[src/logic/adxl355_pkg.sv]
// shared vector types, register map indices and spi command constants for the adxl355 front end
`default_nettype none

package adxl355_pkg;

  typedef logic [31:0]        pa_t;      // sync phase accumulator word and increment
  typedef logic signed [19:0] axis_t;    // one acceleration sample, two's complement
  typedef logic [2:0]         wb_addr_t; // wishbone word address
  typedef logic [31:0]        wb_data_t; // wishbone data word

  // register map, word addresses
  localparam wb_addr_t reg_ctrl   = 3'd0; // bit0 enable rw, bit1 pps_valid ro
  localparam wb_addr_t reg_pa_inc = 3'd1; // sync accumulator increment rw
  localparam wb_addr_t reg_x      = 3'd2; // latest x sample, sign-extended ro
  localparam wb_addr_t reg_y      = 3'd3; // latest y sample, sign-extended ro
  localparam wb_addr_t reg_z      = 3'd4; // latest z sample, sign-extended ro
  localparam wb_addr_t reg_count  = 3'd5; // completed sample counter ro

  // sensor spi protocol
  localparam logic [7:0] spi_rd_xdata = 8'h11; // (0x08 << 1) | read bit
  localparam int         spi_rd_bytes = 9;     // xdata3..zdata1

endpackage

`default_nettype wire

[src/logic/adxl355_clk.sv]
// sync phase accumulator with programmable increment and pps interval tolerance checker
`timescale 1ns/1ps
`default_nettype none

module adxl355_clk
  import adxl355_pkg::*;
#(
  parameter int unsigned clk_out0_hz = 40_000_000, // Hz, system clock
  parameter int unsigned pps_hz      = 1,          // Hz, pps rate
  parameter int unsigned pps_s       = 1,          // s, pps period multiplier
  parameter int unsigned pps_tol_us  = 500         // us, +- pps tolerance
)
(
  input  wire  i_clk,
  input  wire  i_rst_n,
  input  pa_t  i_pa_inc,    // accumulator step, from register block
  input  wire  i_pps,       // gps pulse per second, asynchronous
  output logic o_clk_sync,  // sensor sync clock
  output logic o_pps_valid  // 1 when last pps interval was inside the window
);

  // window bounds in clock cycles, worked out at elaboration
  localparam real pps_period_cyc = 1.0 * clk_out0_hz * pps_s / pps_hz;
  localparam real pps_tol_cyc    = 1.0 * pps_tol_us * clk_out0_hz / 1.0e6;
  localparam logic [31:0] pps_min_cnt = 32'($rtoi(pps_period_cyc - pps_tol_cyc));
  localparam logic [31:0] pps_max_cnt = 32'($rtoi(pps_period_cyc + pps_tol_cyc));
  // counter holds interval-1 at an edge, pending flag is set one cycle late
  localparam logic [31:0] pps_pend_cnt = pps_min_cnt - 32'd2;

  pa_t         pa_sync;     // phase accumulator
  logic [1:0]  pps_shift;   // [1] newest, [0] older sample of i_pps
  logic [31:0] cnt_pps;     // cycles since last pps edge
  logic        pps_pend;    // interval has passed the lower bound
  logic        pps_edge;
  logic        pps_timeout;

  // accumulator wraps freely, msb is a square wave at f = inc/2^32 * f_clk
  always_ff @(posedge i_clk or negedge i_rst_n)
  begin
    if (!i_rst_n)
      pa_sync <= '0;
    else
      pa_sync <= pa_sync + i_pa_inc; // new increment used the cycle after a write
  end

  assign o_clk_sync = pa_sync[31];

  assign pps_edge    = (pps_shift == 2'b10);     // low then high
  assign pps_timeout = (cnt_pps == pps_max_cnt); // no pulse within upper bound

  always_ff @(posedge i_clk or negedge i_rst_n)
  begin
    if (!i_rst_n)
    begin
      pps_shift   <= 2'b00;
      cnt_pps     <= '0;
      pps_pend    <= 1'b0;
      o_pps_valid <= 1'b0;
    end
    else
    begin
      pps_shift <= {i_pps, pps_shift[1]}; // two stage sampler doubles as edge detector
      if (pps_edge || pps_timeout)
      begin
        o_pps_valid <= pps_pend && !pps_timeout; // judged only here
        cnt_pps     <= '0;                       // restart interval
      end
      else
        cnt_pps <= cnt_pps + 32'd1;

      if (pps_edge || pps_timeout)
        pps_pend <= 1'b0;                        // new interval starts unqualified
      else if (cnt_pps == pps_pend_cnt)
        pps_pend <= 1'b1;                        // early limit passed
    end
  end

endmodule

`default_nettype wire

[src/logic/adxl355_spi_reader.sv]
// spi mode 0 master that reads the nine xyz data bytes after each sync rising edge
`timescale 1ns/1ps
`default_nettype none

module adxl355_spi_reader
  import adxl355_pkg::*;
#(
  parameter int unsigned spi_div = 2 // clock cycles per sclk half period
)
(
  input  wire   i_clk,
  input  wire   i_rst_n,
  input  wire   i_clk_sync,     // sync clock from accumulator, same domain
  input  wire   i_enable,       // reading enabled by host
  input  wire   i_spi_miso,
  output logic  o_spi_sclk,
  output logic  o_spi_cs_n,
  output logic  o_spi_mosi,
  output axis_t o_sample_x,
  output axis_t o_sample_y,
  output axis_t o_sample_z,
  output logic  o_sample_valid  // one cycle, with cs rise
);

  localparam int n_data_bits = 8 * spi_rd_bytes;                // 72 bits after command
  localparam int div_w       = (spi_div > 1) ? $clog2(spi_div) : 1;

  typedef enum logic [1:0] {
    st_idle,
    st_command,
    st_data,
    st_finish
  } state_t;

  state_t                 state;
  logic                   sync_q;    // previous sync level
  logic                   sync_rise;
  logic [div_w-1:0]       div_cnt;   // half period divider
  logic                   tick;      // end of half period
  logic [6:0]             bit_cnt;   // bit index inside current phase
  logic [7:0]             tx_sr;     // command shift register
  logic [n_data_bits-1:0] rx_sr;     // received data, msb first

  assign sync_rise  = i_clk_sync && !sync_q;
  assign tick       = (div_cnt == div_w'(spi_div - 1));
  assign o_spi_mosi = tx_sr[7];      // zeros follow the command

  always_ff @(posedge i_clk or negedge i_rst_n)
  begin
    if (!i_rst_n)
    begin
      state          <= st_idle;
      sync_q         <= 1'b0;
      div_cnt        <= '0;
      bit_cnt        <= '0;
      tx_sr          <= '0;
      o_spi_sclk     <= 1'b0;
      o_spi_cs_n     <= 1'b1;
      o_sample_valid <= 1'b0;
    end
    else
    begin
      sync_q         <= i_clk_sync;
      o_sample_valid <= 1'b0;
      if (state != st_idle)
        div_cnt <= tick ? '0 : div_cnt + 1'b1;

      case (state)
        st_idle:
          if (sync_rise && i_enable) // edges during a transfer never reach here
          begin
            state      <= st_command;
            o_spi_cs_n <= 1'b0;
            div_cnt    <= '0;
            bit_cnt    <= '0;
            tx_sr      <= spi_rd_xdata; // first bit set up before first rise
          end
        st_command:
          if (tick)
          begin
            if (!o_spi_sclk)
              o_spi_sclk <= 1'b1;
            else
            begin
              o_spi_sclk <= 1'b0;
              tx_sr      <= {tx_sr[6:0], 1'b0}; // mosi moves on falling edge
              if (bit_cnt == 7'd7)
              begin
                bit_cnt <= '0;
                state   <= st_data;
              end
              else
                bit_cnt <= bit_cnt + 7'd1;
            end
          end
        st_data:
          if (tick)
          begin
            if (!o_spi_sclk)
            begin
              o_spi_sclk <= 1'b1; // miso sampled in the rx block below
              if (bit_cnt == 7'(n_data_bits - 1))
                state <= st_finish;
            end
            else
            begin
              o_spi_sclk <= 1'b0;
              bit_cnt    <= bit_cnt + 7'd1;
            end
          end
        st_finish:
          if (tick) // half period after last rising edge
          begin
            o_spi_sclk     <= 1'b0;
            o_spi_cs_n     <= 1'b1;
            o_sample_valid <= 1'b1;
            state          <= st_idle;
          end
        default:
          state <= st_idle;
      endcase
    end
  end

  always_ff @(posedge i_clk)
  begin
    if (state == st_data && tick && !o_spi_sclk)
      rx_sr <= {rx_sr[n_data_bits-2:0], i_spi_miso}; // sample on rising sclk
  end

  // data regs are left-justified, upper 20 of each 24-bit triple
  assign o_sample_x = axis_t'(rx_sr[n_data_bits-1  -: 20]);
  assign o_sample_y = axis_t'(rx_sr[n_data_bits-25 -: 20]);
  assign o_sample_z = axis_t'(rx_sr[n_data_bits-49 -: 20]);

endmodule

`default_nettype wire

[src/logic/adxl355_top.sv]
// adxl355 front end top level with reset increment calculation and block wiring
`timescale 1ns/1ps
`default_nettype none

module adxl355_top
  import adxl355_pkg::*;
#(
  parameter int unsigned clk_out0_hz = 40_000_000, // Hz, system clock
  parameter int unsigned clk_sync_hz = 1000,       // Hz, sensor sample rate
  parameter int unsigned pps_hz      = 1,          // Hz
  parameter int unsigned pps_s       = 1,          // s
  parameter int unsigned pps_tol_us  = 500,        // us, +- pps tolerance
  parameter int unsigned spi_div     = 2           // cycles per sclk half period
)
(
  input  wire      i_clk,
  input  wire      i_rst_n,
  input  wire      i_wb_cyc,
  input  wire      i_wb_stb,
  input  wire      i_wb_we,
  input  wb_addr_t i_wb_adr,
  input  wb_data_t i_wb_dat,
  output wb_data_t o_wb_dat,
  output logic     o_wb_ack,
  input  wire      i_pps,      // from gps
  output logic     o_clk_sync, // to sensor sync pin
  output logic     o_spi_sclk,
  output logic     o_spi_cs_n,
  output logic     o_spi_mosi,
  input  wire      i_spi_miso
);

  // 2^32 * f_sync / f_clk, truncated, 64-bit to avoid overflow
  localparam longint unsigned pa_inc_full = (64'd1 << 32) * clk_sync_hz / clk_out0_hz;
  localparam pa_t             pa_inc_rst  = pa_t'(pa_inc_full);

  pa_t   pa_inc;
  logic  pps_valid;
  logic  enable;
  axis_t sample_x;
  axis_t sample_y;
  axis_t sample_z;
  logic  sample_valid;

  adxl355_clk #(
    .clk_out0_hz (clk_out0_hz),
    .pps_hz      (pps_hz),
    .pps_s       (pps_s),
    .pps_tol_us  (pps_tol_us)
  ) i_clk_gen (
    .i_clk       (i_clk),
    .i_rst_n     (i_rst_n),
    .i_pa_inc    (pa_inc),
    .i_pps       (i_pps),
    .o_clk_sync  (o_clk_sync),
    .o_pps_valid (pps_valid)
  );

  adxl355_spi_reader #(
    .spi_div (spi_div)
  ) i_spi_reader (
    .i_clk          (i_clk),
    .i_rst_n        (i_rst_n),
    .i_clk_sync     (o_clk_sync),
    .i_enable       (enable),
    .i_spi_miso     (i_spi_miso),
    .o_spi_sclk     (o_spi_sclk),
    .o_spi_cs_n     (o_spi_cs_n),
    .o_spi_mosi     (o_spi_mosi),
    .o_sample_x     (sample_x),
    .o_sample_y     (sample_y),
    .o_sample_z     (sample_z),
    .o_sample_valid (sample_valid)
  );

  adxl355_wb_regs #(
    .pa_inc_rst (pa_inc_rst)
  ) i_wb_regs (
    .i_clk          (i_clk),
    .i_rst_n        (i_rst_n),
    .i_wb_cyc       (i_wb_cyc),
    .i_wb_stb       (i_wb_stb),
    .i_wb_we        (i_wb_we),
    .i_wb_adr       (i_wb_adr),
    .i_wb_dat       (i_wb_dat),
    .o_wb_dat       (o_wb_dat),
    .o_wb_ack       (o_wb_ack),
    .i_pps_valid    (pps_valid),
    .i_sample_x     (sample_x),
    .i_sample_y     (sample_y),
    .i_sample_z     (sample_z),
    .i_sample_valid (sample_valid),
    .o_enable       (enable),
    .o_pa_inc       (pa_inc)
  );

endmodule

`default_nettype wire

[src/logic/adxl355_wb_regs.sv]
// wishbone classic slave with control, increment, status, sample snapshot and sample counter
`timescale 1ns/1ps
`default_nettype none

module adxl355_wb_regs
  import adxl355_pkg::*;
#(
  parameter pa_t pa_inc_rst = 32'd107374 // increment after reset
)
(
  input  wire      i_clk,
  input  wire      i_rst_n,
  input  wire      i_wb_cyc,
  input  wire      i_wb_stb,
  input  wire      i_wb_we,
  input  wb_addr_t i_wb_adr,
  input  wb_data_t i_wb_dat,
  output wb_data_t o_wb_dat,
  output logic     o_wb_ack,
  input  wire      i_pps_valid,
  input  axis_t    i_sample_x,
  input  axis_t    i_sample_y,
  input  axis_t    i_sample_z,
  input  wire      i_sample_valid,
  output logic     o_enable,
  output pa_t      o_pa_inc
);

  logic        access;  // new request this cycle
  logic        wr_en;
  axis_t       snap_x;  // sample snapshot
  axis_t       snap_y;
  axis_t       snap_z;
  logic [31:0] count;   // completed samples, wraps
  wb_data_t    rd_data;

  assign access = i_wb_cyc && i_wb_stb && !o_wb_ack; // held stb gets every other cycle
  assign wr_en  = access && i_wb_we;

  // read mux, unmapped words read zero
  always_comb
  begin
    case (i_wb_adr)
      reg_ctrl:   rd_data = {30'd0, i_pps_valid, o_enable};
      reg_pa_inc: rd_data = o_pa_inc;
      reg_x:      rd_data = {{12{snap_x[19]}}, snap_x};
      reg_y:      rd_data = {{12{snap_y[19]}}, snap_y};
      reg_z:      rd_data = {{12{snap_z[19]}}, snap_z};
      reg_count:  rd_data = count;
      default:    rd_data = '0;
    endcase
  end

  always_ff @(posedge i_clk or negedge i_rst_n)
  begin
    if (!i_rst_n)
    begin
      o_wb_ack <= 1'b0;
      o_enable <= 1'b0;
      o_pa_inc <= pa_inc_rst;
      count    <= '0;
    end
    else
    begin
      o_wb_ack <= access; // single registered ack, no wait states
      if (wr_en && i_wb_adr == reg_ctrl)
        o_enable <= i_wb_dat[0]; // pps_valid bit is read only
      if (wr_en && i_wb_adr == reg_pa_inc)
        o_pa_inc <= i_wb_dat;
      if (i_sample_valid)
        count <= count + 32'd1;
    end
  end

  always_ff @(posedge i_clk)
  begin
    if (access)
      o_wb_dat <= rd_data; // valid in the ack cycle
    if (i_sample_valid)
    begin
      snap_x <= i_sample_x; // all three axes from one transfer
      snap_y <= i_sample_y;
      snap_z <= i_sample_z;
    end
  end

endmodule

`default_nettype wire

[config.mk]
export PLATFORM = sky130hd
export DESIGN_NAME = adxl355_top
export DESIGN_NICKNAME = d
export VERILOG_FILES = /design/src/logic/adxl355_pkg.sv /design/src/logic/adxl355_clk.sv /design/src/logic/adxl355_spi_reader.sv /design/src/logic/adxl355_top.sv /design/src/logic/adxl355_wb_regs.sv
export SDC_FILE = /design/constraint.sdc
export NUM_CORES = 1
export LEC_CHECK = 0
export BUFFER_PORTS_ARGS = -buffer_cell sky130_fd_sc_hd__buf_2
export CORE_UTILIZATION = 45
export CTS_BUF_LIST = sky130_fd_sc_hd__clkbuf_4 sky130_fd_sc_hd__clkbuf_8
export DETAILED_ROUTE_END_ITERATION = 16
export PLACE_DENSITY = 0.65
export SLEW_MARGIN = 5
export SYNTH_ARGS = -nofsm -noshare
export SYNTH_HDL_FRONTEND = slang
export SYNTH_HIERARCHICAL = 1
export SYNTH_SLANG_ARGS = --single-unit
[constraint.sdc]
create_clock -name i_clk -period 5.1 [get_ports i_clk]
set_clock_uncertainty 0.15 [all_clocks]
set_input_delay 0.51 -clock i_clk [delete_from_list [all_inputs] [get_ports i_clk]]
set_output_delay 0.51 -clock i_clk [all_outputs]
set_load 0.005 [all_outputs]
==> metrics.md <==
| Metric | Value |
|---|---|
| Kind of end point of the critical path | flop |
| RSZ-0062 raised after global routing | false |
| GRT overflow | 0 |
| Die X-Extent | ~180 um |
| Outcome | finished clean |
| Async SR Flop Fraction | a little under 50% |
| Final cell count without fillers | 1685 |
| Final-report hold violation count | 0 |
| Initial antenna violation count | 2 |
| CP arrival | roughly 3.3 ns |
| Htree depth | 2 |
| Vias | around 9000 |
| DP Area | 15000 sq um |
| # diodes | 0 |
| Top FF cell, synth | edfxtp_1 |
| Final Slew Violations | 0 |
| HPWL after DPL | 19800 um |
| EDFF count, synth | 164 |
| Fmax | roughly 0.33 GHz |
| Via/cell ratio | 5.35 |
| DIE AREA | between 30000 and 40000 sq um |
| Least-Margin Pin Slew | 1.27 ns |
| Register area | just under 9000 sq um |
| Seq cells post-synth | 320 |
| Mapped Nets | 1207 |
| Final net count | 1289 |
| Peak supply drop | just under 200 uV |
| PortBufs | 78 |
| Seq/Total Area, Yosys | 60.3% |
| CP endpoint | i_clk_gen/pa_sync[26]$_DFF_PN0_ |
| Final instance area | 16400 sq um |
| Sw Share | roughly a third |
| IO Count | 79 |
| Reg2reg end | i_clk_gen/pa_sync[26]$_DFF_PN0_ |
| R2R setup slack | 2.09 ns |
| Critical-path cell list | ha_1, fa_1, a21o_1, a211o_1, a211o_1, a21oi_1, or2_0, o2111ai_1, and4b_1 |
| Core box area | approximately 32000 sq um |
| Pwr Total | ~7.8 mW |
| Leakage power total | 6.67 nW |
| Worst-path clk slew | ~0.060 ns |
| Post-route clock period utilization | 59.1% |
| Buf/Inv on CP | 0 |
| CP Depth | 9 |
| Type of origin of the critical path | flop |
| 1st-iter DRT viols | 716 |
| Pin count of the biggest net entering global routing | 80 |
| CTS tree | yes |
| Worst r2r path cells | 9 |
| Netlist cell types | 85 |
| Fin Setup TNS | 0 ns |
| Cells after Synth | around 1100 |
| Power per Cell Area | 475 nW/um^2 |
| Gpl congestion | 0.885 |
| Max-cap violations | 0 |
| Post-DR wirelength/cell | 17.3 um |
| Pint | 5.28 mW |
| Crit path max fanout | 5 |
| Num rows | 65 |
| Slowest stage delay, CP | 0.41 ns |
| Drt first pass iters | 5 |
| Syn-to-layout area delta | 12.1% |
| Synth warn | 6 |
| Most used cell, CP | a211o_1 |
| Comb pwr share | 26.2% |
| Most common cell after layout, fill and taps aside | edfxtp_1 |
| Total CTS buffers | 54 |
| Crit path kind | flop to flop |
| Post-layout util | between 50 and 60% |
| Total track usage | between 15 and 20% |
| Worst setup startpoint | i_wb_regs/o_pa_inc[0]$_DFFE_PN0P_ |
| Initial Utilization | 46.1% |
| CTS max path bufs | 3 |
| Clk_lat worst skew | 0.58 ns |
| Most frequent cells in the layout | edfxtp_1, dfrtp_1, nor2_1, nand2_1, buf_2 |
| Mean Syn Cell Area | 13.1 sq um |
| Worst min path class | input pin to flop |
| Clock power share | between 20% and 30% |
| Mapped cell area | approximately 15000 sq um |
| Fraction of layout cells with a size suffix above 1 | 20.8% |
| Tmin final | 3.01 ns |
| Worst Path Required | between 5 and 6 ns |
| DRT Wirelength | roughly 29000 um |
| Fillers | 2754 |
| Cell at the slowest stage of the critical path | dfrtp_1 |
| Post-route ant nets | 0 |
| Residual DRC | 0 |
| Setup violators final | 0 |
| Number of global-route vias before repair | 8989 |
| Post-CTS Setup Inserts | 0 |
| Worst slew margin | 14.7% |
| Family with the most delay on the worst path | compound AO/OA/AOI/OAI gates |
| Reg2reg start | i_wb_regs/o_pa_inc[0]$_DFFE_PN0P_ |
| P_sw | 2.53 mW |
| Area of the multi-input gates | 5100 sq um |
| Sequential power share | about 46% |
| CTS sink count | 320 |
| Placed instance count | 1551 |
| Root Buffer Master | clkbuf_8 |
| Die Height | approximately 180 um |
| First-pass GRT wire length | around 47000 um |
## routing by layer
metal	vias up	part of all wire [%]	track usage, %
li1	4291	-	-
met3	49	4.0	3.17
met1	4466	48	25.6
met5	-	0.027	0
met4	2	2.1	5.61
met2	204	46	28.0
## cell usage after synthesis, types with 18 or more instances
cell	count	area (sq um)
mux2i_1	22	220
ha_1	41	513
nand3_1	30	150
dfrtp_1	145	3630
edfxtp_1	164	4920
inv_1	23	86.3
nand2_1	77	289
buf_4	64	480
a221o_1	29	290
nor2_1	79	297
buf_2	19	95.1
o2bb2ai_1	19	166
xor2_1	46	403
a21oi_1	40	200
mux2_2	36	405
nor3_1	18	90.1
xnor2_1	40	350
## power groups by stage
stage	Combinational [mW]	Clock [mW]	Sequential [mW]
detailed placement	2.01	0	3.60
global route	2.29	2.40	3.60
global placement	1.97	0	3.59
CTS	2.04	2.29	3.56
floorplan	1.59	0	3.54
finish	2.05	2.21	3.55
## worst reg2reg max path: stages, from the launching register on
cell	delay, ns
dfrtp_1	0.41
ha_1	0.24
fa_1	0.40
a21o_1	0.21
a211o_1	0.31
a211o_1	0.32
a21oi_1	0.13
or2_0	0.36
o2111ai_1	0.16
and4b_1	0.21
## per-stage QoR
step                hold slack, ns  worst slack [ns]
finish                      0.0346              2.09
global route              0.000473              1.83
CTS                        0.00114              2.12
detailed placement           0.228              2.01
global placement             0.219              2.07
floorplan                   0.0644             0.640
## cell families (layout without fill, tap and decap cells)
| kind of cell | after synthesis | in the layout | synth area share [%] |
|---|---|---|---|
| adders and majority gates | 42 | 42 | 3.64 |
| AOI/OAI and AO/OA | 193 | 193 | 9.92 |
| muxes | 60 | 60 | 4.42 |
| buffers and inverters | 118 | 245 | 5.03 |
| DFF | 320 | 320 | 60.3 |
| xor gates and xnor gates | 86 | 86 | 5.14 |
| and+or+nand+nor | 304 | 304 | 11.6 |
## cell type report
class | instances | share of cell area [%]
well taps | 435 | 3.31
multi-input cells | 685 | 31.0
inverters | 24 | 0.548
clock inverters | 33 | 1.13
repair buffers | 120 | 4.83
clock buffers | 68 | 5.35
flip-flops and latches | 320 | 53.8
## flip-flops by register name (all words and copies together), names as in the netlist, 2 cells and up
signal and cells:
i_wb_regs/count 32, i_spi_reader/tx_sr 8, i_spi_reader/rx_sr 72, i_spi_reader/bit_cnt 7, i_clk_gen/pa_sync 32, i_spi_reader/state 2
i_wb_regs/o_pa_inc 32, i_wb_regs/snap_y 20, i_wb_regs/snap_z 20, i_wb_regs/snap_x 20, i_wb_regs/o_wb_dat 32, i_clk_gen/pps_shift 2
i_clk_gen/cnt_pps 32
## worst min path at each step
stage                                           from                           endpoint  slack, ns  cells after the start
floorplan                                    i_rst_n     i_clk_gen/cnt_pps[0]$_DFF_PN0_       0.06                      0
global placement    i_clk_gen/pps_shift[1]$_DFF_PN0_   i_clk_gen/pps_shift[0]$_DFF_PN0_       0.22                      0
detailed placement  i_clk_gen/pps_shift[1]$_DFF_PN0_   i_clk_gen/pps_shift[0]$_DFF_PN0_       0.23                      0
CTS                                      i_wb_dat[3]  i_wb_regs/o_pa_inc[3]$_DFFE_PN1P_      0.001                      2
global route                             i_wb_dat[3]  i_wb_regs/o_pa_inc[3]$_DFFE_PN1P_     0.0005                      2
finish                                   i_wb_dat[3]  i_wb_regs/o_pa_inc[3]$_DFFE_PN1P_       0.03                      2
## repair_timing
action                    4_1_cts  5_1_grt
resized for setup               0        0
hold buffers                   33        0
hold endpoints to repair      108        0
(Power assumes the default switching activity.)
